[config.mk]
export PLATFORM = sky130hd
export DESIGN_NAME = reg_file
export DESIGN_NICKNAME = d
export VERILOG_FILES = /design/src/rtl/rv_subset_pkg.sv /design/src/rtl/reg_file.sv
export SDC_FILE = /design/constraint.sdc
export NUM_CORES = 2
export LEC_CHECK = 0
export BUFFER_PORTS_ARGS = -buffer_cell sky130_fd_sc_hd__buf_2
export CAP_MARGIN = 20
export CORE_MARGIN = 3
export CORE_UTILIZATION = 40
export DETAILED_ROUTE_END_ITERATION = 10
export SYNTH_ARGS = -nofsm -noshare
export SYNTH_HDL_FRONTEND = slang
export SYNTH_SLANG_ARGS = --single-unit
[constraint.sdc]
create_clock -name clk_i -period 4.5 [get_ports clk_i]
set_input_delay 0.225 -clock clk_i [delete_from_list [all_inputs] [get_ports clk_i]]
set_output_delay 0.225 -clock clk_i [all_outputs]
set_load 0.1 [all_outputs]
[src/rtl/rv_subset_pkg.sv]
`default_nettype none

package rv_subset_pkg;

  //////////////////////////////////////////////////////////////////////
  // Widths
  //////////////////////////////////////////////////////////////////////

  // Data and address width
  localparam int XLEN = 32;
  // Architectural register count
  localparam int NUM_REGS = 32;
  // Sequential PC increment in bytes
  localparam logic [XLEN-1:0] PC_STEP = 32'd4;

  // Register index
  typedef logic [4:0] reg_idx_t;

  //////////////////////////////////////////////////////////////////////
  // Opcodes
  //////////////////////////////////////////////////////////////////////

  localparam logic [6:0] OPCODE_ALUR   = 7'b0110011;
  localparam logic [6:0] OPCODE_ALUI   = 7'b0010011;
  localparam logic [6:0] OPCODE_BRANCH = 7'b1100011;
  localparam logic [6:0] OPCODE_JAL    = 7'b1101111;
  localparam logic [6:0] OPCODE_JALR   = 7'b1100111;

  // funct3 values
  localparam logic [2:0] F3_ADD_SUB = 3'b000;
  localparam logic [2:0] F3_OR      = 3'b110;
  localparam logic [2:0] F3_ADDI    = 3'b000;
  localparam logic [2:0] F3_BEQ     = 3'b000;

  // funct7 values
  localparam logic [6:0] F7_SUB = 7'b0100000;
  localparam logic [6:0] F7_OR  = 7'b0000000;

  //////////////////////////////////////////////////////////////////////
  // Instruction word
  //////////////////////////////////////////////////////////////////////

  // One word, two decodes
  // B and J immediates are sliced from the raw word instead
  typedef union packed {
    // Register-register layout
    struct packed {
      logic [6:0] funct7;
      reg_idx_t   rs2;
      reg_idx_t   rs1;
      logic [2:0] funct3;
      reg_idx_t   rd;
      logic [6:0] opcode;
    } r_fields;
    // Immediate layout, also used by JALR
    struct packed {
      logic [11:0] imm12;
      reg_idx_t    rs1;
      logic [2:0]  funct3;
      reg_idx_t    rd;
      logic [6:0]  opcode;
    } i_fields;
  } instr_u;

endpackage

`default_nettype wire

[src/rtl/reg_file.sv]
`timescale 1ns/1ns
`default_nettype none

module reg_file (
  input  logic                               clk_i,
  input  logic                               rstn_i,
  input  rv_subset_pkg::reg_idx_t            rs1_i,
  input  rv_subset_pkg::reg_idx_t            rs2_i,
  output logic [rv_subset_pkg::XLEN-1:0]     rs1_data_o,
  output logic [rv_subset_pkg::XLEN-1:0]     rs2_data_o,
  input  logic                               we_i,
  input  rv_subset_pkg::reg_idx_t            rd_i,
  input  logic [rv_subset_pkg::XLEN-1:0]     wd_i
);

  localparam int XLEN     = rv_subset_pkg::XLEN;
  localparam int NUM_REGS = rv_subset_pkg::NUM_REGS;

  // x1 to x31 only, x0 has no storage
  logic [XLEN-1:0] regs_q [1:NUM_REGS-1];

  //////////////////////////////////////////////////////////////////////
  // Write port
  //////////////////////////////////////////////////////////////////////

  for (genvar i = 1; i < NUM_REGS; i++) begin : g_reg
    always_ff @(posedge clk_i) begin
      if (!rstn_i) begin
        regs_q[i] <= '0;
      end else if (we_i && rd_i == i[4:0]) begin
        regs_q[i] <= wd_i;
      end
    end
  end

  //////////////////////////////////////////////////////////////////////
  // Read ports
  //////////////////////////////////////////////////////////////////////

  // Combinational, index 0 reads zero
  assign rs1_data_o = (rs1_i == '0) ? '0 : regs_q[rs1_i];
  assign rs2_data_o = (rs2_i == '0) ? '0 : regs_q[rs2_i];

endmodule

`default_nettype wire

==> summary.md <==
| Metric | Value |
|---|---|
| Largest net degree at the start of global routing | 73 |
| Vias in the first global route | 35300 |
| Initial core utilization | 40.5% |
| Total nets after synthesis | 4020 |
| Unrepaired setup endpoints after global routing | no |
| Worst EP required | 4.28 ns |
| Setup TNS | 0 ns |
| Register bit total from synthesis | 992 |
| All-layer global routing usage | 27.6% |
| Post-synthesis sequential area ratio | 55.7% |
| Post-synthesis async set-or-reset flop share | 0% |
| Setup CP Type | primary input to output port |
| Hold Vio Cnt, Final | 0 |
| Routability cong. | 0.891 |
| Mapped cell area | 53500 um^2 |
| Power Density | 387 nW/um^2 |
| Remaining design rule violation count | 0 |
| Die H | 372 um |
| ANT nets after route | 0 |
| Reg clk slew, reported paths | 0.06 ns |
| VDD IR max | 0.287 mV |
| Routed WL per cell | 33.4 um |
| Avg Cell Area, Syn | 13.5 um^2 |
| Top routing layer in use | met5 |
| Die Wd | 372 um |
| Ys Warns | 0 |
| Largest register by flop count | regs_q |
| DR iter-0 viols | 4732 |
| Worst Tran Pin Value | 1.19 ns |
| WHS | 0.0869 ns |
| Total number of H-tree levels | 3 |
| DIE AREA | 138000 um^2 |
| Commonest cells after routing, fill and taps aside | and2_1 (993), edfxtp_1 (992), mux2i_1 (534) |
| Outcome | complete, no violations |
| Hold buffer count at cts | 0 |
| Met3 routed WL | 20300 um |
| Leading registers by flop count | regs_q: 992 flops |
| IO Port Bufs | 113 |
| Initial antenna violation count | 17 |
| Largest register FFs | 992 |
| First-pass GRT wire length | 270000 um |
| TritonCTS clock tree | built |
| Pre-Repair DR Iteration Count | 5 |
| Max FO, Critical Path | 35 |
| Num rows | 133 |
| Num CTS Buffers | 106 |
| Vias/cell | 6.22 |
| Worst Hold Class | primary input to register |
| Max Cap Viol | 0 |
| Via count | 35900 |
| Placeable Area | 132000 um^2 |
| Grt total ovfl | 0 |
| Root Driver | clkbuf_16 |
| Layout cells sized above 1 | 18.9% |
| Commonest non-fill, non-tap cell in the layout | and2_1 |
| Main flop type after synthesis | edfxtp_1 |
| Post-CTS sizing | 0 |
| # clock sinks | 992 |
| Final cell count without fillers | 5770 |
| Post-synth cell types | 45 |
| Startpoint types | primary input |
| Peak Freq | 281 MHz |
| Final Cycle Share | 78.9% |
| DP Cell Count | 5558 |
| Synthesized instance count | 3970 |
| Final net count | 3964 |
| Post-layout util | 45.4% |
| Met2 WL | 88800 um |
| Lkg Pwr | 0.0215 uW |
| Number of synthesized flops with an enable pin | 992 |
| IO Count | 114 |
| Post-Route WL | 193000 um |
| Worst Setup End Kind | output port |
| Clk buf depth | 3 |
| Max-slew headroom | 20.5% |
| Max-slew violations | 0 |
| M1 wire length | 75400 um |
| Detailed placement HPWL | 119000 um |
| Crit path DAT | 3.33 ns |
| Minimum clock period | 3.55 ns |
| Final setup vio count | 0 |
| Area Overhead vs Synth | 12.1% |
| Post-CTS Setup Bufs | 0 |
[final timing paths]
kind                      from            end  depth (start not counted)
worst max-delay path  rs2_i[3]  rs2_data_o[9]                          6
worst min-delay path   rd_i[0]  regs_q[16][5]                          2
[per-stage QoR]
stage | power (uW) | cell area (um^2) | worst slack (ns)
global placement | 14500 | 56300 | 1.05
detailed placement | 14500 | 56400 | 1.03
CTS | 23200 | 59800 | 1.00
finish | 23200 | 59900 | 0.947
global route | 23800 | 59900 | 0.871
floorplan | 13300 | 53500 | 0.693
[where the power goes]
part | internal (uW) | switching [uW] | leakage [uW]
combinational | 1020 | 2420 | 0.0104
clock | 4910 | 3890 | 0.00166
sequential | 10700 | 276 | 0.00946
[Yosys cell counts, types with 17 or more instances]
master,instances,share of area [%]
mux4_2,213,9.0
buf_6,18,0.38
buf_4,36,0.51
nand2_1,27,0.19
a221oi_2,17,0.48
nor4_1,27,0.32
buf_2,90,0.84
o2bb2ai_1,26,0.43
nand3_1,77,0.72
o221ai_1,26,0.43
o22ai_1,52,0.61
nor2_1,148,1.0
edfxtp_1,992,56
a22oi_1,198,2.8
mux2i_1,534,10
clkbuf_1,262,1.8
mux2_2,27,0.57
and2_1,993,12
a21oi_1,32,0.30
nand4_1,33,0.39
o21ai_0,36,0.34
a211oi_1,21,0.29
[worst max-delay path, cell delays in order]
cell and delay, ns:
buf_2 0.57, or3b_4 0.85, o221ai_1 0.23, a221oi_1 0.81
a211oi_1 0.22, buf_2 0.37
[area by class of cell]
class	count	area, um^2
clock inverter	75	653
multi-input combinational	2561	22400
inverter	2	7.51
timing repair buffer	251	2080
sequential	992	29800
clock buffer	124	2760
tap	1755	2200
fill	11700	72200
antenna	10	25.0
[layer usage]
metal	vias to the layer above	GRT usage, %
li1	14900	-
met1	18300	36.8
met2	2225	43.4
met3	448	6.50
met4	6	11.6
met5	-	0
[kinds of logic after synthesis]
kind of cell / synth area share, %
AO/OA/AOI/OAI: 6.27
buffers and inverters: 3.65
flip-flops: 55.7
multiplexers: 19.6
AND/OR/NAND/NOR: 14.8
Power figures use the tool's default switching activity.
