`src/rtl/rv_subset_pkg.sv`:
```
`default_nettype none

package rv_subset_pkg;

  //////////////////////////////////////////////////////////////////////
  // Widths
  //////////////////////////////////////////////////////////////////////

  // Data and address width
  localparam int XLEN = 32;
  // Architectural register count
  localparam int NUM_REGS = 32;
  // Sequential PC increment in bytes
  localparam logic [XLEN-1:0] PC_STEP = 32'd4;

  // Register index
  typedef logic [4:0] reg_idx_t;

  //////////////////////////////////////////////////////////////////////
  // Opcodes
  //////////////////////////////////////////////////////////////////////

  localparam logic [6:0] OPCODE_ALUR   = 7'b0110011;
  localparam logic [6:0] OPCODE_ALUI   = 7'b0010011;
  localparam logic [6:0] OPCODE_BRANCH = 7'b1100011;
  localparam logic [6:0] OPCODE_JAL    = 7'b1101111;
  localparam logic [6:0] OPCODE_JALR   = 7'b1100111;

  // funct3 values
  localparam logic [2:0] F3_ADD_SUB = 3'b000;
  localparam logic [2:0] F3_OR      = 3'b110;
  localparam logic [2:0] F3_ADDI    = 3'b000;
  localparam logic [2:0] F3_BEQ     = 3'b000;

  // funct7 values
  localparam logic [6:0] F7_SUB = 7'b0100000;
  localparam logic [6:0] F7_OR  = 7'b0000000;

  //////////////////////////////////////////////////////////////////////
  // Instruction word
  //////////////////////////////////////////////////////////////////////

  // One word, two decodes
  // B and J immediates are sliced from the raw word instead
  typedef union packed {
    // Register-register layout
    struct packed {
      logic [6:0] funct7;
      reg_idx_t   rs2;
      reg_idx_t   rs1;
      logic [2:0] funct3;
      reg_idx_t   rd;
      logic [6:0] opcode;
    } r_fields;
    // Immediate layout, also used by JALR
    struct packed {
      logic [11:0] imm12;
      reg_idx_t    rs1;
      logic [2:0]  funct3;
      reg_idx_t    rd;
      logic [6:0]  opcode;
    } i_fields;
  } instr_u;

endpackage

`default_nettype wire

```
`src/rtl/imem_arbiter.sv`:
```
`timescale 1ns/1ns
`default_nettype none

module imem_arbiter #(
  parameter int IMEM_DEPTH = 256
) (
  input  logic                               clk_i,
  input  logic                               rstn_i,
  // Loader side, plain strobe
  input  logic                               load_we_i,
  input  logic [$clog2(IMEM_DEPTH)-1:0]      load_addr_i,
  input  logic [rv_subset_pkg::XLEN-1:0]     load_data_i,
  // Fetch side, level request
  input  logic                               fetch_req_i,
  input  logic [$clog2(IMEM_DEPTH)-1:0]      fetch_addr_i,
  output logic                               fetch_gnt_o,
  output logic                               rdata_valid_o,
  // Memory port
  output logic                               mem_we_o,
  output logic [$clog2(IMEM_DEPTH)-1:0]      mem_addr_o,
  output logic [rv_subset_pkg::XLEN-1:0]     mem_wdata_o
);

  //////////////////////////////////////////////////////////////////////
  // Fixed priority, loader first
  //////////////////////////////////////////////////////////////////////

  // Fetch only gets the port on idle loader cycles
  assign fetch_gnt_o = fetch_req_i && !load_we_i;

  // Port owner drives the address
  assign mem_addr_o = load_we_i ? load_addr_i : fetch_addr_i;

  // Only the loader ever writes
  assign mem_we_o    = load_we_i;
  assign mem_wdata_o = load_data_i;

  //////////////////////////////////////////////////////////////////////
  // Read return tag
  //////////////////////////////////////////////////////////////////////

  // Granted read comes back one cycle later
  always_ff @(posedge clk_i) begin
    if (!rstn_i) begin
      rdata_valid_o <= 1'b0;
    end else begin
      rdata_valid_o <= fetch_gnt_o;
    end
  end

endmodule

`default_nettype wire

```
`config.mk`:
```
export PLATFORM = sky130hd
export DESIGN_NAME = imem_arbiter
export DESIGN_NICKNAME = d
export VERILOG_FILES = /design/src/rtl/rv_subset_pkg.sv /design/src/rtl/imem_arbiter.sv
export SDC_FILE = /design/constraint.sdc
export NUM_CORES = 1
export LEC_CHECK = 0
export BUFFER_PORTS_ARGS = -buffer_cell sky130_fd_sc_hd__buf_4
export CAP_MARGIN = 20
export CELL_PAD_IN_SITES_DETAIL_PLACEMENT = 1
export CELL_PAD_IN_SITES_GLOBAL_PLACEMENT = 1
export CORE_UTILIZATION = 11
export DETAILED_ROUTE_END_ITERATION = 7
export PLACE_DENSITY = 0.86
export SLEW_MARGIN = 20
export SYNTH_ARGS = -nofsm -noshare
export SYNTH_HDL_FRONTEND = slang
export SYNTH_SLANG_ARGS = --single-unit
```
`constraint.sdc`:
```
create_clock -name clk_i -period 0.8 [get_ports clk_i]
set_clock_uncertainty 0.1 [all_clocks]
set_input_delay 0.08 -clock clk_i [delete_from_list [all_inputs] [get_ports clk_i]]
set_output_delay 0.08 -clock clk_i [all_outputs]
set_load 0.02 [all_outputs]
```
==> impl_metrics.env <==
export IMPL_outcome="complete, but fails checks"
export IMPL_failed_checks="negative setup slack"
export IMPL_syn_instance_count=45
export IMPL_synthesis_to_layout_area_growth_pct=24.85
export IMPL_synth_ff_latch_count=1
export IMPL_timing_max_transition_violations_final=0
export IMPL_nature_of_the_critical_path_endpoint="primary output"
export IMPL_first_global_vias=256
export IMPL_dp_worst_setup_slack_ps=-152.4
export IMPL_layout_cells_most_common_list="22 x sky130_fd_sc_hd__buf_4, 8 x sky130_fd_sc_hd__mux2_4, 8 x sky130_fd_sc_hd__buf_6"
export IMPL_synth_cell_types=6
export IMPL_synth_warnings=0
export IMPL_worst_ep_arrival_time_ps=630
export IMPL_io_buffers=30
export IMPL_placeable_area_um2=3661
export IMPL_ys_seq_area_share_pct=4.790
export IMPL_crit_fanout=6
export IMPL_nNetsFinal=97
export IMPL_worst_setup_path_start_kind="primary input"
export IMPL_initial_core_util_pct=11.41
export IMPL_antenna_diode_count=0
export IMPL_grt_setup_unrepaired="yes"
export IMPL_finalWeightedCongestion=0.5486
export IMPL_achievable_freq_mhz=1230
export IMPL_power_leakage_nw=0.2625
export IMPL_track_usage_pct=4.318
export IMPL_wirelength_um=943
export IMPL_layout_drive_gt1_share_pct=97.67
export IMPL_maxSlewHeadroom_pct=95.82
export IMPL_postSynthAreaPerCell_um2=9.287
export IMPL_detailroute_via_count=264
export IMPL_wire_length_of_the_first_global_routing_pass_um=1393
export IMPL_detail_route_drc_violations=0
export IMPL_regMostFlops="rdata_valid_o"
export IMPL_ant_nets=0
export IMPL_drt_wirelength_per_cell_um=10.36
export IMPL_final_hold_viol_count=0
export IMPL_die_y_um=63.64
export IMPL_drt_pre_antenna_iters=1
export IMPL_finalCritPeriodShare_pct=101.6
export IMPL_top_registers="rdata_valid_o x1"
export IMPL_die_area_um2=4049
export IMPL_hold_slack_ps=60.01
export IMPL_report_final_setup_viol=6
export IMPL_syn_num_nets=97
export IMPL_cp_data_required_time_ps=620
export IMPL_cap_viol_max_count=0
export IMPL_worst_slew_pin_transition_ps=62.70
export IMPL_final_period_minus_worst_setup_slack_ps=812.9
export IMPL_timing_hold_worst_class="in -> out"
export IMPL_critPathKind="in -> out"
export IMPL_num_io_pins=95
export IMPL_dieWidth_um=63.64
export IMPL_peakVddDrop_mv=0.06572
export IMPL_grt_overflow_total=0
export IMPL_grt_start_max_net_pins=7
export IMPL_pwr_density_cell_nw_per_um2=691.7
export IMPL_synthesis_area_um2=417.9
export IMPL_min_setup_slack_post_route_ps=-12.94
export IMPL_layout_cells_most_common="sky130_fd_sc_hd__buf_4"
export IMPL_initial_antenna_violation_count=0
export IMPL_fp_rows=22
export IMPL_via_per_inst=2.901
export IMPL_detail_route_iter0_violations=0
export IMPL_largest_register_ffs=1
-- power breakdown --
| part | leakage (nW) | internal (mW) | switching [mW] | total, mW |
|---|---|---|---|---|
| clock | 0 | 0 | 0 | 0 |
| combinational | 0.254 | 0.199 | 0.109 | 0.308 |
| sequential | 0.00822 | 0.0529 | 0.000448 | 0.0534 |
| total | 0.262 | 0.252 | 0.109 | 0.361 |
-- critical path, stage by stage --
cell	delay (ps)
sky130_fd_sc_hd__buf_12	120
sky130_fd_sc_hd__mux2_4	300
sky130_fd_sc_hd__buf_6	130
-- path summary, 6_finish.rpt --
kind,startpoint,to,slack [ps],depth (start not counted)
max,load_we_i,mem_addr_o[7],-10,3
min,load_data_i[18],mem_wdata_o[18],60,0
-- routing by layer --
layer	vias to the layer above	GRT usage, %	routed length, um
met5	-	0	0
met4	0	0.5682	2
met3	2	2.355	94
met2	25	9.309	581
met1	130	3.209	264
li1	107	-	-
-- area by class of cell --
type / instances / area, um^2
fillers: 432 / 3139
flip-flops and latches: 1 / 20.02
well taps: 48 / 60.06
repair buffers: 32 / 302.8
multi-input cells: 10 / 138.9
-- repair_timing --
item / CTS / global route
endpoints found under the setup margin: 9 / 8
cloned: 1 / 0
hold buffers: 0 / 0
setup buffers: 1 / 0
resized for setup: 12 / 0
-- logic make-up (layout without fill, tap and decap cells) --
kind of cell,after synthesis,count (layout),synth area share (%)
buffers and inverters,34,32,61.98
muxes,8,8,28.74
and+or+nand+nor,2,2,4.491
DFF,1,1,4.791
-- Yosys cell counts (all sizes together) --
cell	instances	area, um^2
dfxtp	1	20.02
and3b	1	10.01
and2b	1	8.760
buf	34	259.0
mux2	8	120.1
-- per-stage QoR --
stage	cell area (um^2)	total power, mW	utilization [%]	cells	TNS, ps
after floorplan	417.9	0.4184	-	45	0
after global placement	444.2	0.3120	12.13	89	-1162
after detailed placement	444.2	0.3148	12.13	89	-1187
after CTS	521.8	0.3663	14.25	91	-62.72
after global routing	521.8	0.3780	14.25	91	-110.6
final	521.8	0.3609	14.25	91	-36.33
Note: power is estimated with default switching activity, not from simulation.
