File: config.mk
export PLATFORM = sky130hd
export DESIGN_NAME = exec_unit
export DESIGN_NICKNAME = d
export VERILOG_FILES = /design/src/rtl/rv_subset_pkg.sv /design/src/rtl/exec_unit.sv
export SDC_FILE = /design/constraint.sdc
export NUM_CORES = 1
export LEC_CHECK = 0
export ABC_AREA = 1
export CAP_MARGIN = 25
export CORE_UTILIZATION = 60
export DETAILED_ROUTE_END_ITERATION = 6
export DONT_BUFFER_PORTS = 1
export PLACE_DENSITY = 0.76
export SYNTH_ARGS = -nofsm -noshare
export SYNTH_HDL_FRONTEND = slang
export SYNTH_SLANG_ARGS = --single-unit
export TNS_END_PERCENT = 20
File: constraint.sdc
create_clock -name vclk -period 3.3
set_input_delay 0.33 -clock vclk [all_inputs]
set_output_delay 0.33 -clock vclk [all_outputs]
set_load 0.1 [all_outputs]
File: src/rtl/rv_subset_pkg.sv
`default_nettype none

package rv_subset_pkg;

  //////////////////////////////////////////////////////////////////////
  // Widths
  //////////////////////////////////////////////////////////////////////

  // Data and address width
  localparam int XLEN = 32;
  // Architectural register count
  localparam int NUM_REGS = 32;
  // Sequential PC increment in bytes
  localparam logic [XLEN-1:0] PC_STEP = 32'd4;

  // Register index
  typedef logic [4:0] reg_idx_t;

  //////////////////////////////////////////////////////////////////////
  // Opcodes
  //////////////////////////////////////////////////////////////////////

  localparam logic [6:0] OPCODE_ALUR   = 7'b0110011;
  localparam logic [6:0] OPCODE_ALUI   = 7'b0010011;
  localparam logic [6:0] OPCODE_BRANCH = 7'b1100011;
  localparam logic [6:0] OPCODE_JAL    = 7'b1101111;
  localparam logic [6:0] OPCODE_JALR   = 7'b1100111;

  // funct3 values
  localparam logic [2:0] F3_ADD_SUB = 3'b000;
  localparam logic [2:0] F3_OR      = 3'b110;
  localparam logic [2:0] F3_ADDI    = 3'b000;
  localparam logic [2:0] F3_BEQ     = 3'b000;

  // funct7 values
  localparam logic [6:0] F7_SUB = 7'b0100000;
  localparam logic [6:0] F7_OR  = 7'b0000000;

  //////////////////////////////////////////////////////////////////////
  // Instruction word
  //////////////////////////////////////////////////////////////////////

  // One word, two decodes
  // B and J immediates are sliced from the raw word instead
  typedef union packed {
    // Register-register layout
    struct packed {
      logic [6:0] funct7;
      reg_idx_t   rs2;
      reg_idx_t   rs1;
      logic [2:0] funct3;
      reg_idx_t   rd;
      logic [6:0] opcode;
    } r_fields;
    // Immediate layout, also used by JALR
    struct packed {
      logic [11:0] imm12;
      reg_idx_t    rs1;
      logic [2:0]  funct3;
      reg_idx_t    rd;
      logic [6:0]  opcode;
    } i_fields;
  } instr_u;

endpackage

`default_nettype wire

File: src/rtl/exec_unit.sv
`timescale 1ns/1ns
`default_nettype none

module exec_unit (
  input  logic                               rdata_valid_i,
  input  rv_subset_pkg::instr_u              instr_i,
  input  logic [rv_subset_pkg::XLEN-1:0]     pc_i,
  input  logic [rv_subset_pkg::XLEN-1:0]     rs1_data_i,
  input  logic [rv_subset_pkg::XLEN-1:0]     rs2_data_i,
  output rv_subset_pkg::reg_idx_t            rs1_o,
  output rv_subset_pkg::reg_idx_t            rs2_o,
  output logic                               wb_we_o,
  output rv_subset_pkg::reg_idx_t            wb_rd_o,
  output logic [rv_subset_pkg::XLEN-1:0]     wb_data_o,
  output logic                               pc_we_o,
  output logic [rv_subset_pkg::XLEN-1:0]     next_pc_o,
  output logic                               retire_o,
  output logic                               illegal_o
);

  localparam int XLEN = rv_subset_pkg::XLEN;

  logic [XLEN-1:0] raw;
  logic [XLEN-1:0] imm_i;
  logic [XLEN-1:0] imm_b;
  logic [XLEN-1:0] imm_j;
  logic [XLEN-1:0] pc_plus4;
  logic [XLEN-1:0] result;
  logic [XLEN-1:0] next_pc;
  logic            legal;
  logic            wr;

  //////////////////////////////////////////////////////////////////////
  // Fields and immediates
  //////////////////////////////////////////////////////////////////////

  assign raw = instr_i;

  // Source indices sit at the same place in every format
  assign rs1_o = instr_i.r_fields.rs1;
  assign rs2_o = instr_i.r_fields.rs2;

  // I immediate, sign extended
  assign imm_i = {{20{instr_i.i_fields.imm12[11]}}, instr_i.i_fields.imm12};
  // B immediate, bit 0 implicit
  assign imm_b = {{20{raw[31]}}, raw[7], raw[30:25], raw[11:8], 1'b0};
  // J immediate, bit 0 implicit
  assign imm_j = {{12{raw[31]}}, raw[19:12], raw[20], raw[30:21], 1'b0};

  // Link value and fall-through target
  assign pc_plus4 = pc_i + rv_subset_pkg::PC_STEP;

  //////////////////////////////////////////////////////////////////////
  // Decode, ALU and next PC
  //////////////////////////////////////////////////////////////////////

  always_comb begin
    legal   = 1'b0;
    wr      = 1'b0;
    result  = '0;
    next_pc = pc_plus4;
    case (instr_i.r_fields.opcode)
      rv_subset_pkg::OPCODE_ALUR: begin
        if (instr_i.r_fields.funct3 == rv_subset_pkg::F3_ADD_SUB &&
            instr_i.r_fields.funct7 == rv_subset_pkg::F7_SUB) begin
          legal  = 1'b1;
          wr     = 1'b1;
          result = rs1_data_i - rs2_data_i;
        end else if (instr_i.r_fields.funct3 == rv_subset_pkg::F3_OR &&
                     instr_i.r_fields.funct7 == rv_subset_pkg::F7_OR) begin
          legal  = 1'b1;
          wr     = 1'b1;
          result = rs1_data_i | rs2_data_i;
        end
      end
      rv_subset_pkg::OPCODE_ALUI: begin
        // ADDI only
        if (instr_i.i_fields.funct3 == rv_subset_pkg::F3_ADDI) begin
          legal  = 1'b1;
          wr     = 1'b1;
          result = rs1_data_i + imm_i;
        end
      end
      rv_subset_pkg::OPCODE_BRANCH: begin
        // BEQ, no write-back
        if (instr_i.r_fields.funct3 == rv_subset_pkg::F3_BEQ) begin
          legal = 1'b1;
          if (rs1_data_i == rs2_data_i) begin
            next_pc = pc_i + imm_b;
          end
        end
      end
      rv_subset_pkg::OPCODE_JAL: begin
        legal   = 1'b1;
        wr      = 1'b1;
        result  = pc_plus4;
        next_pc = pc_i + imm_j;
      end
      rv_subset_pkg::OPCODE_JALR: begin
        legal   = 1'b1;
        wr      = 1'b1;
        result  = pc_plus4;
        // Target forced even
        next_pc = (rs1_data_i + imm_i) & ~32'd1;
      end
      default: begin
        // Unsupported encoding, retires as illegal
        legal = 1'b0;
      end
    endcase
  end

  //////////////////////////////////////////////////////////////////////
  // Retire and write-back
  //////////////////////////////////////////////////////////////////////

  // Every valid word retires, illegal ones included
  assign retire_o  = rdata_valid_i;
  assign illegal_o = rdata_valid_i && !legal;
  assign pc_we_o   = rdata_valid_i;
  assign next_pc_o = next_pc;

  // x0 writes dropped here
  assign wb_rd_o   = instr_i.i_fields.rd;
  assign wb_we_o   = rdata_valid_i && wr && (instr_i.i_fields.rd != '0);
  assign wb_data_o = result;

endmodule

`default_nettype wire

==> results.cfg <==
[run_status]
status = completed

[detailed_routing]
wl_met2_um = 22000
vias = 15900
met3RoutedLength_um = 5360
wl_per_cell_um = 18.3
wl_um = 49700
top_layer_used = met4
routed_via_density = 5.84
dr.pass1.iters = 6
drtAntennaViolNets = 0
m1WireLength_um = 18000
drc = 0
drtIter0Drc = 1546

[power]
sw_frac_of_total_pct = 69.3
internal_power_mw = 0.626
powerDensity_nw_per_um2 = 155
vdd_drop_max_mv = 0.0980
seqPwrFrac_pct = 0
switchingPower_mw = 1.41
power_leakage_nw = 7.68
p_comb_share_pct = 100.0
clkPwrFrac_pct = 0

[hold_path]
hp-start = instr_i[16]
min_path_cells = 0
holdPathEnd = rs1_o[1]
hp-class = input port to primary output

[finish]
n_clock_buffer = 0
seq_area_um2 = 0
final_area_um2 = 13200
seq_cells = 0
n_antenna_cell = 0
syn_to_final_growth_pct = 11.1
fin_cells = 2720
layout-drive-gt1-share_pct = 7.05
fin_nets = 2728

[timing]
rsz0062_at_grt = false
timing.final.crit_share_pct = 96.0
slew_viol_final = 0
setup_viol = 0
worst_pin_slew_ns = 0.922
fmax_mhz = 316
hold_viol_final = 0
period_minus_slack_ns = 3.17
hold_ws_ns = 0.660
setup_tns_ns = 0
relSlewSlack_pct = 38.3

[yosys]
synth_cells = 2414
yosysSeqAreaShare_pct = 0
synth-compound-area-share_pct = 10.9
yosys_warnings = 0
synth_top_family_by_area = simple AND/OR/NAND/NOR gates
muxShareOfSynthArea_pct = 0
synth.distinct_cells = 47
synth_nets = 2685
synth_area_um2 = 11900
synth_simple_gate_area_share_pct = 52.5
synthAdderAreaFrac_pct = 15.2
synth_xor_area_share_pct = 3.84
synth.avg_cell_area_um2 = 4.92

[die]
core.rowCount = 51
core_area_um2 = 19400
io_pins = 212
die_width_um = 143
start_util_pct = 61.2
die_h_um = 143
dieArea_um2 = 20400

[place]
portBuffers = 0
gp_congestion = 1.10
placement.cell_area_um2 = 13200
dp_cells = 2720
dp_hpwl_um = 42300

[grt]
grt_pass1_wl_um = 76000
grt_pass1_vias = 14900
grt_max_degree = 45
antenna_found_initial = 1
grt.total_usage_pct = 48.3
grt_overflow_total = 0

[setup_path]
arrival_ns = 2.84
cp_max_fo = 11
crit_path_end_kind = primary output
start_kind = input port
worstPathRequired_ns = 2.97
crit_type = input port to primary output

[cts]
ctsHoldBuffers = 0
cts_resized = 0
post-cts-setup-buffers = 0

[job]
drv_cap = 0
logic make-up (layout without fill, tap and decap cells):
family | Yosys count | in the layout
adders and majority gates | 142 | 142
AOI/OAI and AO/OA | 221 | 221
buffers and inverters | 525 | 566
xor gates and xnor gates | 52 | 52
and+or+nand+nor | 1474 | 1474
metrics by stage:
stage / utilization (%) / power (mW) / worst slack, ns
after global routing: 68.0 / 2.23 / 0.0687
after global placement: 68.0 / 1.94 / 0.319
after CTS: 68.0 / 1.97 / 0.279
after floorplan: - / 1.56 / -0.226
final: 68.0 / 2.04 / 0.132
after detailed placement: 68.0 / 1.97 / 0.284
area by class of cell:
cell class,count,area [um^2]
fill,1977,6210
timing repair buffer,79,1170
inverter,487,1830
tap,265,332
multi-input combinational,1889,9850
how the worst max path moves through the flow:
stage	to	start	slack, ns
global placement	next_pc_o[6]	rs2_data_i[3]	0.32
finish	next_pc_o[13]	rs2_data_i[4]	0.13
detailed placement	next_pc_o[13]	rs2_data_i[3]	0.28
CTS	next_pc_o[13]	rs2_data_i[3]	0.28
global route	next_pc_o[13]	rs2_data_i[4]	0.07
floorplan	next_pc_o[3]	rs1_data_i[18]	-0.23
placed cells by master (no fill, tap or decap), types with 3 or more instances in the layout:
cell	instances
nand2_2	4
buf_12	37
a21oi_2	10
nor2_4	6
nand3_1	223
buf_4	36
o21bai_1	20
nor3_1	29
o21ai_0	32
a21oi_1	121
o21ai_1	10
nor2_1	210
clkinv_1	3
nand2_1	894
ha_1	138
nand4_1	48
inv_1	458
a21o_1	3
o2111ai_2	7
inv_2	25
xnor2_1	14
o211ai_1	6
fa_1	4
nand3b_1	16
xor2_1	38
o221ai_2	3
nor2_2	13
nor3_2	4
and2_1	3
or2_2	13
buf_16	4
metal layers:
metal  global-route usage (%)  vias to the layer above
met5                        0                        -
met4                     36.7                        0
met3                     10.8                      279
met2                     80.5                      970
met1                     53.8                     7021
li1                         -                     7609
synthesized netlist by cell type (4+ instances only):
| library cell | count | share of area [%] |
|---|---|---|
| nand2_2 | 4 | 0.21 |
| nor2_4 | 6 | 0.57 |
| nand4_1 | 48 | 2.5 |
| buf_6 | 4 | 0.38 |
| nand3_1 | 223 | 9.4 |
| nor2_2 | 11 | 0.58 |
| a21oi_2 | 10 | 0.74 |
| nand2_1 | 894 | 28 |
| o21ai_1 | 11 | 0.46 |
| buf_2 | 12 | 0.51 |
| inv_2 | 25 | 0.79 |
| o211ai_1 | 6 | 0.38 |
| fa_1 | 4 | 0.67 |
| nand3b_1 | 16 | 1.0 |
| buf_4 | 19 | 1.2 |
| o2111ai_1 | 7 | 0.52 |
| ha_1 | 138 | 15 |
| a21oi_1 | 121 | 5.1 |
| nor2_1 | 212 | 6.7 |
| or2_2 | 13 | 0.69 |
| xor2_1 | 38 | 2.8 |
| o21bai_1 | 20 | 1.3 |
| o21ai_0 | 32 | 1.3 |
| xnor2_1 | 14 | 1.0 |
| nor3_1 | 30 | 1.3 |
| inv_1 | 458 | 14 |
power by group through the flow:
stage | sequential (mW) | clock (mW) | combinational [mW]
3_3_place_gp | 0 | 0 | 1.94
2_1_floorplan | 0 | 0 | 1.56
4_1_cts | 0 | 0 | 1.97
5_1_grt | 0 | 0 | 2.23
3_5_place_dp | 0 | 0 | 1.97
6_report | 0 | 0 | 2.04
worst max-delay path, cell delays in order:
cell	delay [ns]
inv_1	0.03
ha_1	0.36
nor2_1	0.22
nand2_1	0.13
inv_2	0.13
nand3_1	0.09
nor2_1	0.20
nand2_2	0.29
clkinv_4	0.23
nand2_4	0.17
nor2_2	0.12
nand2_1	0.08
o2111ai_2	0.11
buf_4	0.33
(Power assumes the default switching activity.)
