===== src/rtl/rv_subset_pkg.sv =====
`default_nettype none

package rv_subset_pkg;

  //////////////////////////////////////////////////////////////////////
  // Widths
  //////////////////////////////////////////////////////////////////////

  // Data and address width
  localparam int XLEN = 32;
  // Architectural register count
  localparam int NUM_REGS = 32;
  // Sequential PC increment in bytes
  localparam logic [XLEN-1:0] PC_STEP = 32'd4;

  // Register index
  typedef logic [4:0] reg_idx_t;

  //////////////////////////////////////////////////////////////////////
  // Opcodes
  //////////////////////////////////////////////////////////////////////

  localparam logic [6:0] OPCODE_ALUR   = 7'b0110011;
  localparam logic [6:0] OPCODE_ALUI   = 7'b0010011;
  localparam logic [6:0] OPCODE_BRANCH = 7'b1100011;
  localparam logic [6:0] OPCODE_JAL    = 7'b1101111;
  localparam logic [6:0] OPCODE_JALR   = 7'b1100111;

  // funct3 values
  localparam logic [2:0] F3_ADD_SUB = 3'b000;
  localparam logic [2:0] F3_OR      = 3'b110;
  localparam logic [2:0] F3_ADDI    = 3'b000;
  localparam logic [2:0] F3_BEQ     = 3'b000;

  // funct7 values
  localparam logic [6:0] F7_SUB = 7'b0100000;
  localparam logic [6:0] F7_OR  = 7'b0000000;

  //////////////////////////////////////////////////////////////////////
  // Instruction word
  //////////////////////////////////////////////////////////////////////

  // One word, two decodes
  // B and J immediates are sliced from the raw word instead
  typedef union packed {
    // Register-register layout
    struct packed {
      logic [6:0] funct7;
      reg_idx_t   rs2;
      reg_idx_t   rs1;
      logic [2:0] funct3;
      reg_idx_t   rd;
      logic [6:0] opcode;
    } r_fields;
    // Immediate layout, also used by JALR
    struct packed {
      logic [11:0] imm12;
      reg_idx_t    rs1;
      logic [2:0]  funct3;
      reg_idx_t    rd;
      logic [6:0]  opcode;
    } i_fields;
  } instr_u;

endpackage

`default_nettype wire


===== src/rtl/fetch_unit.sv =====
`timescale 1ns/1ns
`default_nettype none

module fetch_unit #(
  parameter logic [rv_subset_pkg::XLEN-1:0] BOOT_ADDR  = '0,
  parameter int                             IMEM_DEPTH = 256
) (
  input  logic                               clk_i,
  input  logic                               rstn_i,
  input  logic                               run_i,
  input  logic                               fetch_gnt_i,
  input  logic                               rdata_valid_i,
  input  logic                               pc_we_i,
  input  logic [rv_subset_pkg::XLEN-1:0]     next_pc_i,
  output logic                               fetch_req_o,
  output logic [$clog2(IMEM_DEPTH)-1:0]      fetch_addr_o,
  output logic [rv_subset_pkg::XLEN-1:0]     pc_o
);

  localparam int AW = $clog2(IMEM_DEPTH);

  logic [rv_subset_pkg::XLEN-1:0] pc_q;
  // Set from grant until the instruction retires
  logic busy_q;
  // Returned word executed, PC may move
  logic retire_ok;

  assign retire_ok = rdata_valid_i && pc_we_i;

  always_ff @(posedge clk_i) begin
    if (!rstn_i) begin
      pc_q   <= BOOT_ADDR;
      busy_q <= 1'b0;
    end else begin
      if (fetch_gnt_i) begin
        busy_q <= 1'b1;
      end else if (retire_ok) begin
        busy_q <= 1'b0;
      end
      // One instruction in flight, so PC only moves at retire
      if (retire_ok) begin
        pc_q <= next_pc_i;
      end
    end
  end

  // Request held as a level until granted
  assign fetch_req_o = run_i && !busy_q;
  // Byte PC to word index
  assign fetch_addr_o = pc_q[AW+1:2];
  assign pc_o         = pc_q;

endmodule

`default_nettype wire


===== config.mk =====
export PLATFORM = sky130hd
export DESIGN_NAME = fetch_unit
export DESIGN_NICKNAME = d
export VERILOG_FILES = /design/src/rtl/rv_subset_pkg.sv /design/src/rtl/fetch_unit.sv
export SDC_FILE = /design/constraint.sdc
export NUM_CORES = 1
export LEC_CHECK = 0
export ABC_AREA = 1
export BUFFER_PORTS_ARGS = -buffer_cell sky130_fd_sc_hd__buf_2
export CORE_ASPECT_RATIO = 1.25
export CORE_MARGIN = 2
export CORE_UTILIZATION = 30
export CTS_CLUSTER_DIAMETER = 40
export DETAILED_ROUTE_END_ITERATION = 16
export PLACE_DENSITY = 0.55
export REMOVE_ABC_BUFFERS = 1
export SLEW_MARGIN = 20
export SYNTH_ARGS = -nofsm -noshare
export SYNTH_HDL_FRONTEND = slang
export SYNTH_SLANG_ARGS = --single-unit

===== constraint.sdc =====
create_clock -name clk_i -period 1.7 [get_ports clk_i]
set_input_delay 0.255 -clock clk_i [delete_from_list [all_inputs] [get_ports clk_i]]
set_output_delay 0.255 -clock clk_i [all_outputs]
set_load 0.02 [all_outputs]

==> run summary, run 1 <==
outcome: complete, no violations
Die Footprint: 0.00534 mm^2
DP Wirelength: 1920 um
Core Region: 0.00466 mm^2
Final Setup Violations: 0
f_max: 921 MHz
gpl congestion: 0.621
post-CTS setup buffer count: 0
Rows: 28
dpl cell area: 0.00178 mm^2
CTS Buf Count: 5
cts repair resizes: 0
final worst slack: 614 ps
CP delay by family, top: flip-flops
Layout Skew: 0 ps
RSZ-0062 raised after global routing: no
pre-CTS WS: 643 ps
initial antenna violation count: 0
area leader, netlist: dfxtp_1
startpoint types: flip-flop
I/O pin cnt: 79
Crit Path Class: reg2out
largest net degree at the start of global routing: 66
area grow syn2layout: 30.0%
Fin. Hold Viols: 0
vias per inst: 3.81
max incr delay on CP: 310 ps
Netlist cell types: 8
post-route cell area: 0.00186 mm^2
post-synthesis area per instance: 6.53 um^2
drt drc: 0
first-pass GRT wire length: 4890 um
sequential fraction of the synthesis area: 46.2%
Final period util: 63.9%
nature of the critical path endpoint: output pin
IO Port Bufs: 78
CTS Buffer Depth: 2
most frequent cells in the layout: buf_2 (78), nor2_1 (65), nand2_1 (65)
clock transition at the registers of the reported paths: 70 ps
worst rel slew slack: 59.3%
Total GRT Usage: 11.9%
YS warnings: 0
Switch Pwr: 0.000504 W
Critical Path AT: 830 ps
chip width: 65.8 um
CTS tree: done
Comb pwr share: 18.7%
worst-path cell chain: nor2_1 > buf_2
clock share of power: 32.2%
Final Core Density: 39.9%
Antenna Nets Post-Route: 0
GRT overflow: 0
P per Cell Area: 934 mW/mm^2
wire per inst: 8.49 um
CTS Root Cell: clkbuf_8
post-synthesis cell count: 219
Max VDD drop: 0.374 mV
Cell Area, Synth: 0.00143 mm^2
ratio of cells with drive above 1 in the final layout: 30.3%
sequential power share: 49.1%
post-synth top area share: 46.2%
CTS Sinks: 33
max-slew violations: 0
Net Sw Frac: 29.1%
Starting Density: 30.7%
max cap viols: 0
synth top area cells: dfxtp_1 (46%), nand2_1 (17%), nor2_1 (17%), inv_1 (9.2%), buf_4 (5.8%)
Final #Nets: 324
ant diodes: 0
clk_lat worst skew: 270 ps
crit-path max FO: 2
Setup TNS: 0 ps
Tightest Pin Transition: 610 ps
Pre-antenna DRT Iters: 4
P_leak: 1.15 nW
Worst Hold Class: in2reg
Internal: 0.00123 W
commonest non-fill, non-tap cell in the layout: buf_2
# hold bufs at CTS: 0
Vias: 1323
Crit-path slowest cell: dfxtp_1
total design power: 0.00174 W
vias in the first global route: 1183
final wirelength: 2950 um
die height: 81.2 um
Max H-tree Level: 2
Iter 0 DRT Violations: 49
min Tclk post-route: 1090 ps
Crit path buffers/inverters: 1
Yosys reg bits: 33
Worst EP required: 1440 ps
## sequential cells by signal (all words and copies together) (netlist names)
signal	count
pc_o	32
busy_q	1
## stage by stage
step                std cells  hold WS (ps)
floorplan                 200           364
global placement          339           453
detailed placement        339           453
CTS                       347           181
global route              347           189
finish                    347           193
## cell usage after synthesis
cell type   n
dfxtp_1    33
a21oi_1     1
buf_2       5
inv_1      35
buf_6       3
nor2_1     65
buf_4      11
nand2_1    66
## area by class of cell
cell class / instances / area, um^2
clock buffer: 6 / 72.6
clock inverter: 2 / 10.0
fill: 531 / 2800
inverter: 35 / 131
multi-input combinational: 132 / 499
sequential: 33 / 661
tap: 60 / 75.1
timing repair buffer: 79 / 410
## logic make-up after synthesis
family                 after synthesis  synth area share (%)
AOI/OAI and AO/OA                    1                 0.350
buffers and inverters               54                  19.1
DFF                                 33                  46.2
and+or+nand+nor                    131                  34.4
## per-layer routing
metal	share of wire, %	track usage (%)	up-vias
met5	0	0	-
met4	1.6	5.00	0
met1	45	13.9	526
li1	-	-	738
met2	42	18.9	54
met3	11	5.26	5
## path summary, 6_finish.rpt
path	from	endpoint	slack, ps	depth (start not counted)
worst max-delay path	busy_q	fetch_req_o	610	2
worst min-delay path	next_pc_i[4]	pc_o[4]	190	3
worst max register to register	pc_o[9]	pc_o[9]	1030	4
worst min register to register	busy_q	busy_q	460	2
## power groups by stage
stage | registers [W] | clock network (W) | logic [W]
floorplan | 0.000950 | 0 | 0.000113
global placement | 0.000869 | 0 | 0.000328
detailed placement | 0.000870 | 0 | 0.000329
CTS | 0.000853 | 0.000599 | 0.000331
global route | 0.000859 | 0.000629 | 0.000370
finish | 0.000852 | 0.000559 | 0.000325
## tightest hold or removal path: cells and delay by family
family	cells	cell delay (ps)
buffers and inverters	1	70
and+or+nand+nor	2	110
Power figures use the tool's default switching activity.
==> run 2, diff against run 1 <==
--- a/config.mk
+++ b/config.mk
@@ -12,7 +12,7 @@
 export CORE_UTILIZATION = 30
 export CTS_CLUSTER_DIAMETER = 40
 export DETAILED_ROUTE_END_ITERATION = 16
-export PLACE_DENSITY = 0.55
+export PLACE_DENSITY = 0.57
 export REMOVE_ABC_BUFFERS = 1
 export SLEW_MARGIN = 20
 export SYNTH_ARGS = -nofsm -noshare
==> constraint.sdc (replaced) <==
create_clock -name clk_i -period 0.9 [get_ports clk_i]
set_input_delay 0.135 -clock clk_i [delete_from_list [all_inputs] [get_ports clk_i]]
set_output_delay 0.135 -clock clk_i [all_outputs]
set_load 0.02 [all_outputs]
==> run summary, run 2 (synthesis gave the netlist of run 1 again) <==
violated checks: setup timing
Starting Density: 30.7% (unchanged)
largest net degree at the start of global routing: 34 (-48%)
CTS tree: done
clock transition at the registers of the reported paths: 60 ps (about the same)
wire per inst: 8.40 um (-1.0%)
Max VDD drop: 0.694 mV (+85%)
most frequent cells in the layout: nand2_1 (65), nor2_1 (64), buf_6 (40)
Final Non-Filler Cells: 349 (+0.58%)
gpl congestion: 0.656 (+5.6%)
f_max: 1070 MHz
max incr delay on CP: 320 ps (about the same)
Antenna Nets Post-Route: 0 (unchanged)
outcome: finished, violations left
max-slew violations: 0 (unchanged)
ratio of cells with drive above 1 in the final layout: 42.2% (+12 points)
Pre-antenna DRT Iters: 4 (unchanged)
Vias: 1369 (+3.5%)
worst-path cell chain: nor2_2 > buf_6
IO Port Bufs: 78 (unchanged)
Fin. Hold Viols: 0 (unchanged)
vias per inst: 3.92 (+2.9%)
post-CTS setup buffer count: 0 (unchanged)
first-pass GRT wire length: 4600 um (-5.9%)
drt drc: 0 (unchanged)
CP delay by family, top: flip-flops
Worst EP required: 760 ps (-680 ps)
GRT overflow: 0 (unchanged)
P per Cell Area: 1600 mW/mm^2 (+71%)
final wirelength: 2930 um (-0.44%)
DP Wirelength: 2000 um (+4.3%)
Final Setup Violations: 1 (+1)
# fillers: 499 (-6.0%)
post-route cell area: 0.00221 mm^2 (+19%)
CTS Root Cell: clkbuf_8
Die Footprint: 0.00534 mm^2 (unchanged)
RSZ-0062 raised after global routing: yes
CTS Buffer Depth: 2 (unchanged)
Crit path buffers/inverters: 1 (unchanged)
Core Region: 0.00466 mm^2 (unchanged)
nature of the critical path endpoint: output pin
Rows: 28 (unchanged)
Iter 0 DRT Violations: 75 (+53%)
Critical Path AT: 800 ps (-30 ps)
Final period util: 104%
commonest non-fill, non-tap cell in the layout: nand2_1
Max H-tree Level: 2 (unchanged)
chip width: 65.8 um (unchanged)
crit-path max FO: 2 (unchanged)
dpl cell area: 0.00182 mm^2 (+2.7%)
Crit Path Class: reg2out
CTS Buf Count: 5 (unchanged)
Final #Nets: 327 (+0.93%)
Cells after DPL: 342 (+0.88%)
min Tclk post-route: 932 ps
max cap viols: 0 (unchanged)
I/O pin cnt: 79 (unchanged)
startpoint types: flip-flop
Layout Skew: 0 ps (unchanged)
vias in the first global route: 1141 (-3.6%)
clk_lat worst skew: 270 ps (about the same)
worst rel slew slack: 90.0% (+31 points)
CTS Sinks: 33 (unchanged)
Tightest Pin Transition: 150 ps (-461 ps)
Total GRT Usage: 11.2% (-0.69 points)
total design power: 0.00352 W (+100%)
initial antenna violation count: 0 (unchanged)
Largest register FFs: 32 (unchanged)
Setup TNS: -32.2 ps (-32.2 ps)
die height: 81.2 um (unchanged)
area grow syn2layout: 54.4%
final worst slack: -32.2 ps (-646 ps)
Crit-path slowest cell: dfxtp_2
P_leak: 1.23 nW (+6.8%)
ant diodes: 0 (unchanged)
Worst Hold Class: in2reg
## run 2: where the power goes
group | internal [W] | switching [W] | total (W)
Sequential | 0.00158 | 0.0000767 | 0.00166
Clock | 0.000606 | 0.000481 | 0.00109
Combinational | 0.000390 | 0.000389 | 0.000779
## run 2: timing repair
action | 4_1_cts | 5_1_grt
pin swaps | 1 | 0
hold buffers | 0 | 0
endpoints found under the setup margin | 40 | 40
gates resized for setup | 58 | 57
## run 2: worst min-delay path, cell delays in order
cell    delay, ps
buf_2          70
nor2_1         30
nor2_1         80
## run 2: final timing paths
kind,startpoint,to,slack (ps),depth (start not counted)
max,busy_q,fetch_req_o,-30,2
min reg2reg,busy_q,busy_q,460,2
min,next_pc_i[20],pc_o[20],80,3
max reg2reg,pc_o[4],pc_o[4],270,4
## run 2: area by class of cell
class	instances	area, um^2	area share [%]
clock buffers	7	86.3	3.91
well taps	60	75.1	3.40
flip-flops and latches	33	703	31.8
inverters	35	131	5.95
multi-input cells	132	502	22.7
repair buffers	82	711	32.2
## run 2: per-layer routing
metal	wire length, um	track usage (%)	up-vias	share of wire [%]
li1	-	-	747	-
met1	1240	12.6	568	42
met2	1420	19.1	48	48
met3	219	3.88	6	7.5
met5	0	0	-	0
met4	48	5.00	0	1.6
## run 2: through the flow
| step | util (%) | hold WS [ps] | worst slack [ps] |
|---|---|---|---|
| 2_1_floorplan | - | 244 | -578 |
| 3_3_place_gp | 39.2 | 359 | 78.8 |
| 6_report | 47.4 | 78.9 | -32.2 |
| 4_1_cts | 43.7 | 70.5 | -56.5 |
| 3_5_place_dp | 39.2 | 364 | 72.7 |
| 5_1_grt | 47.4 | 75.6 | -78.5 |
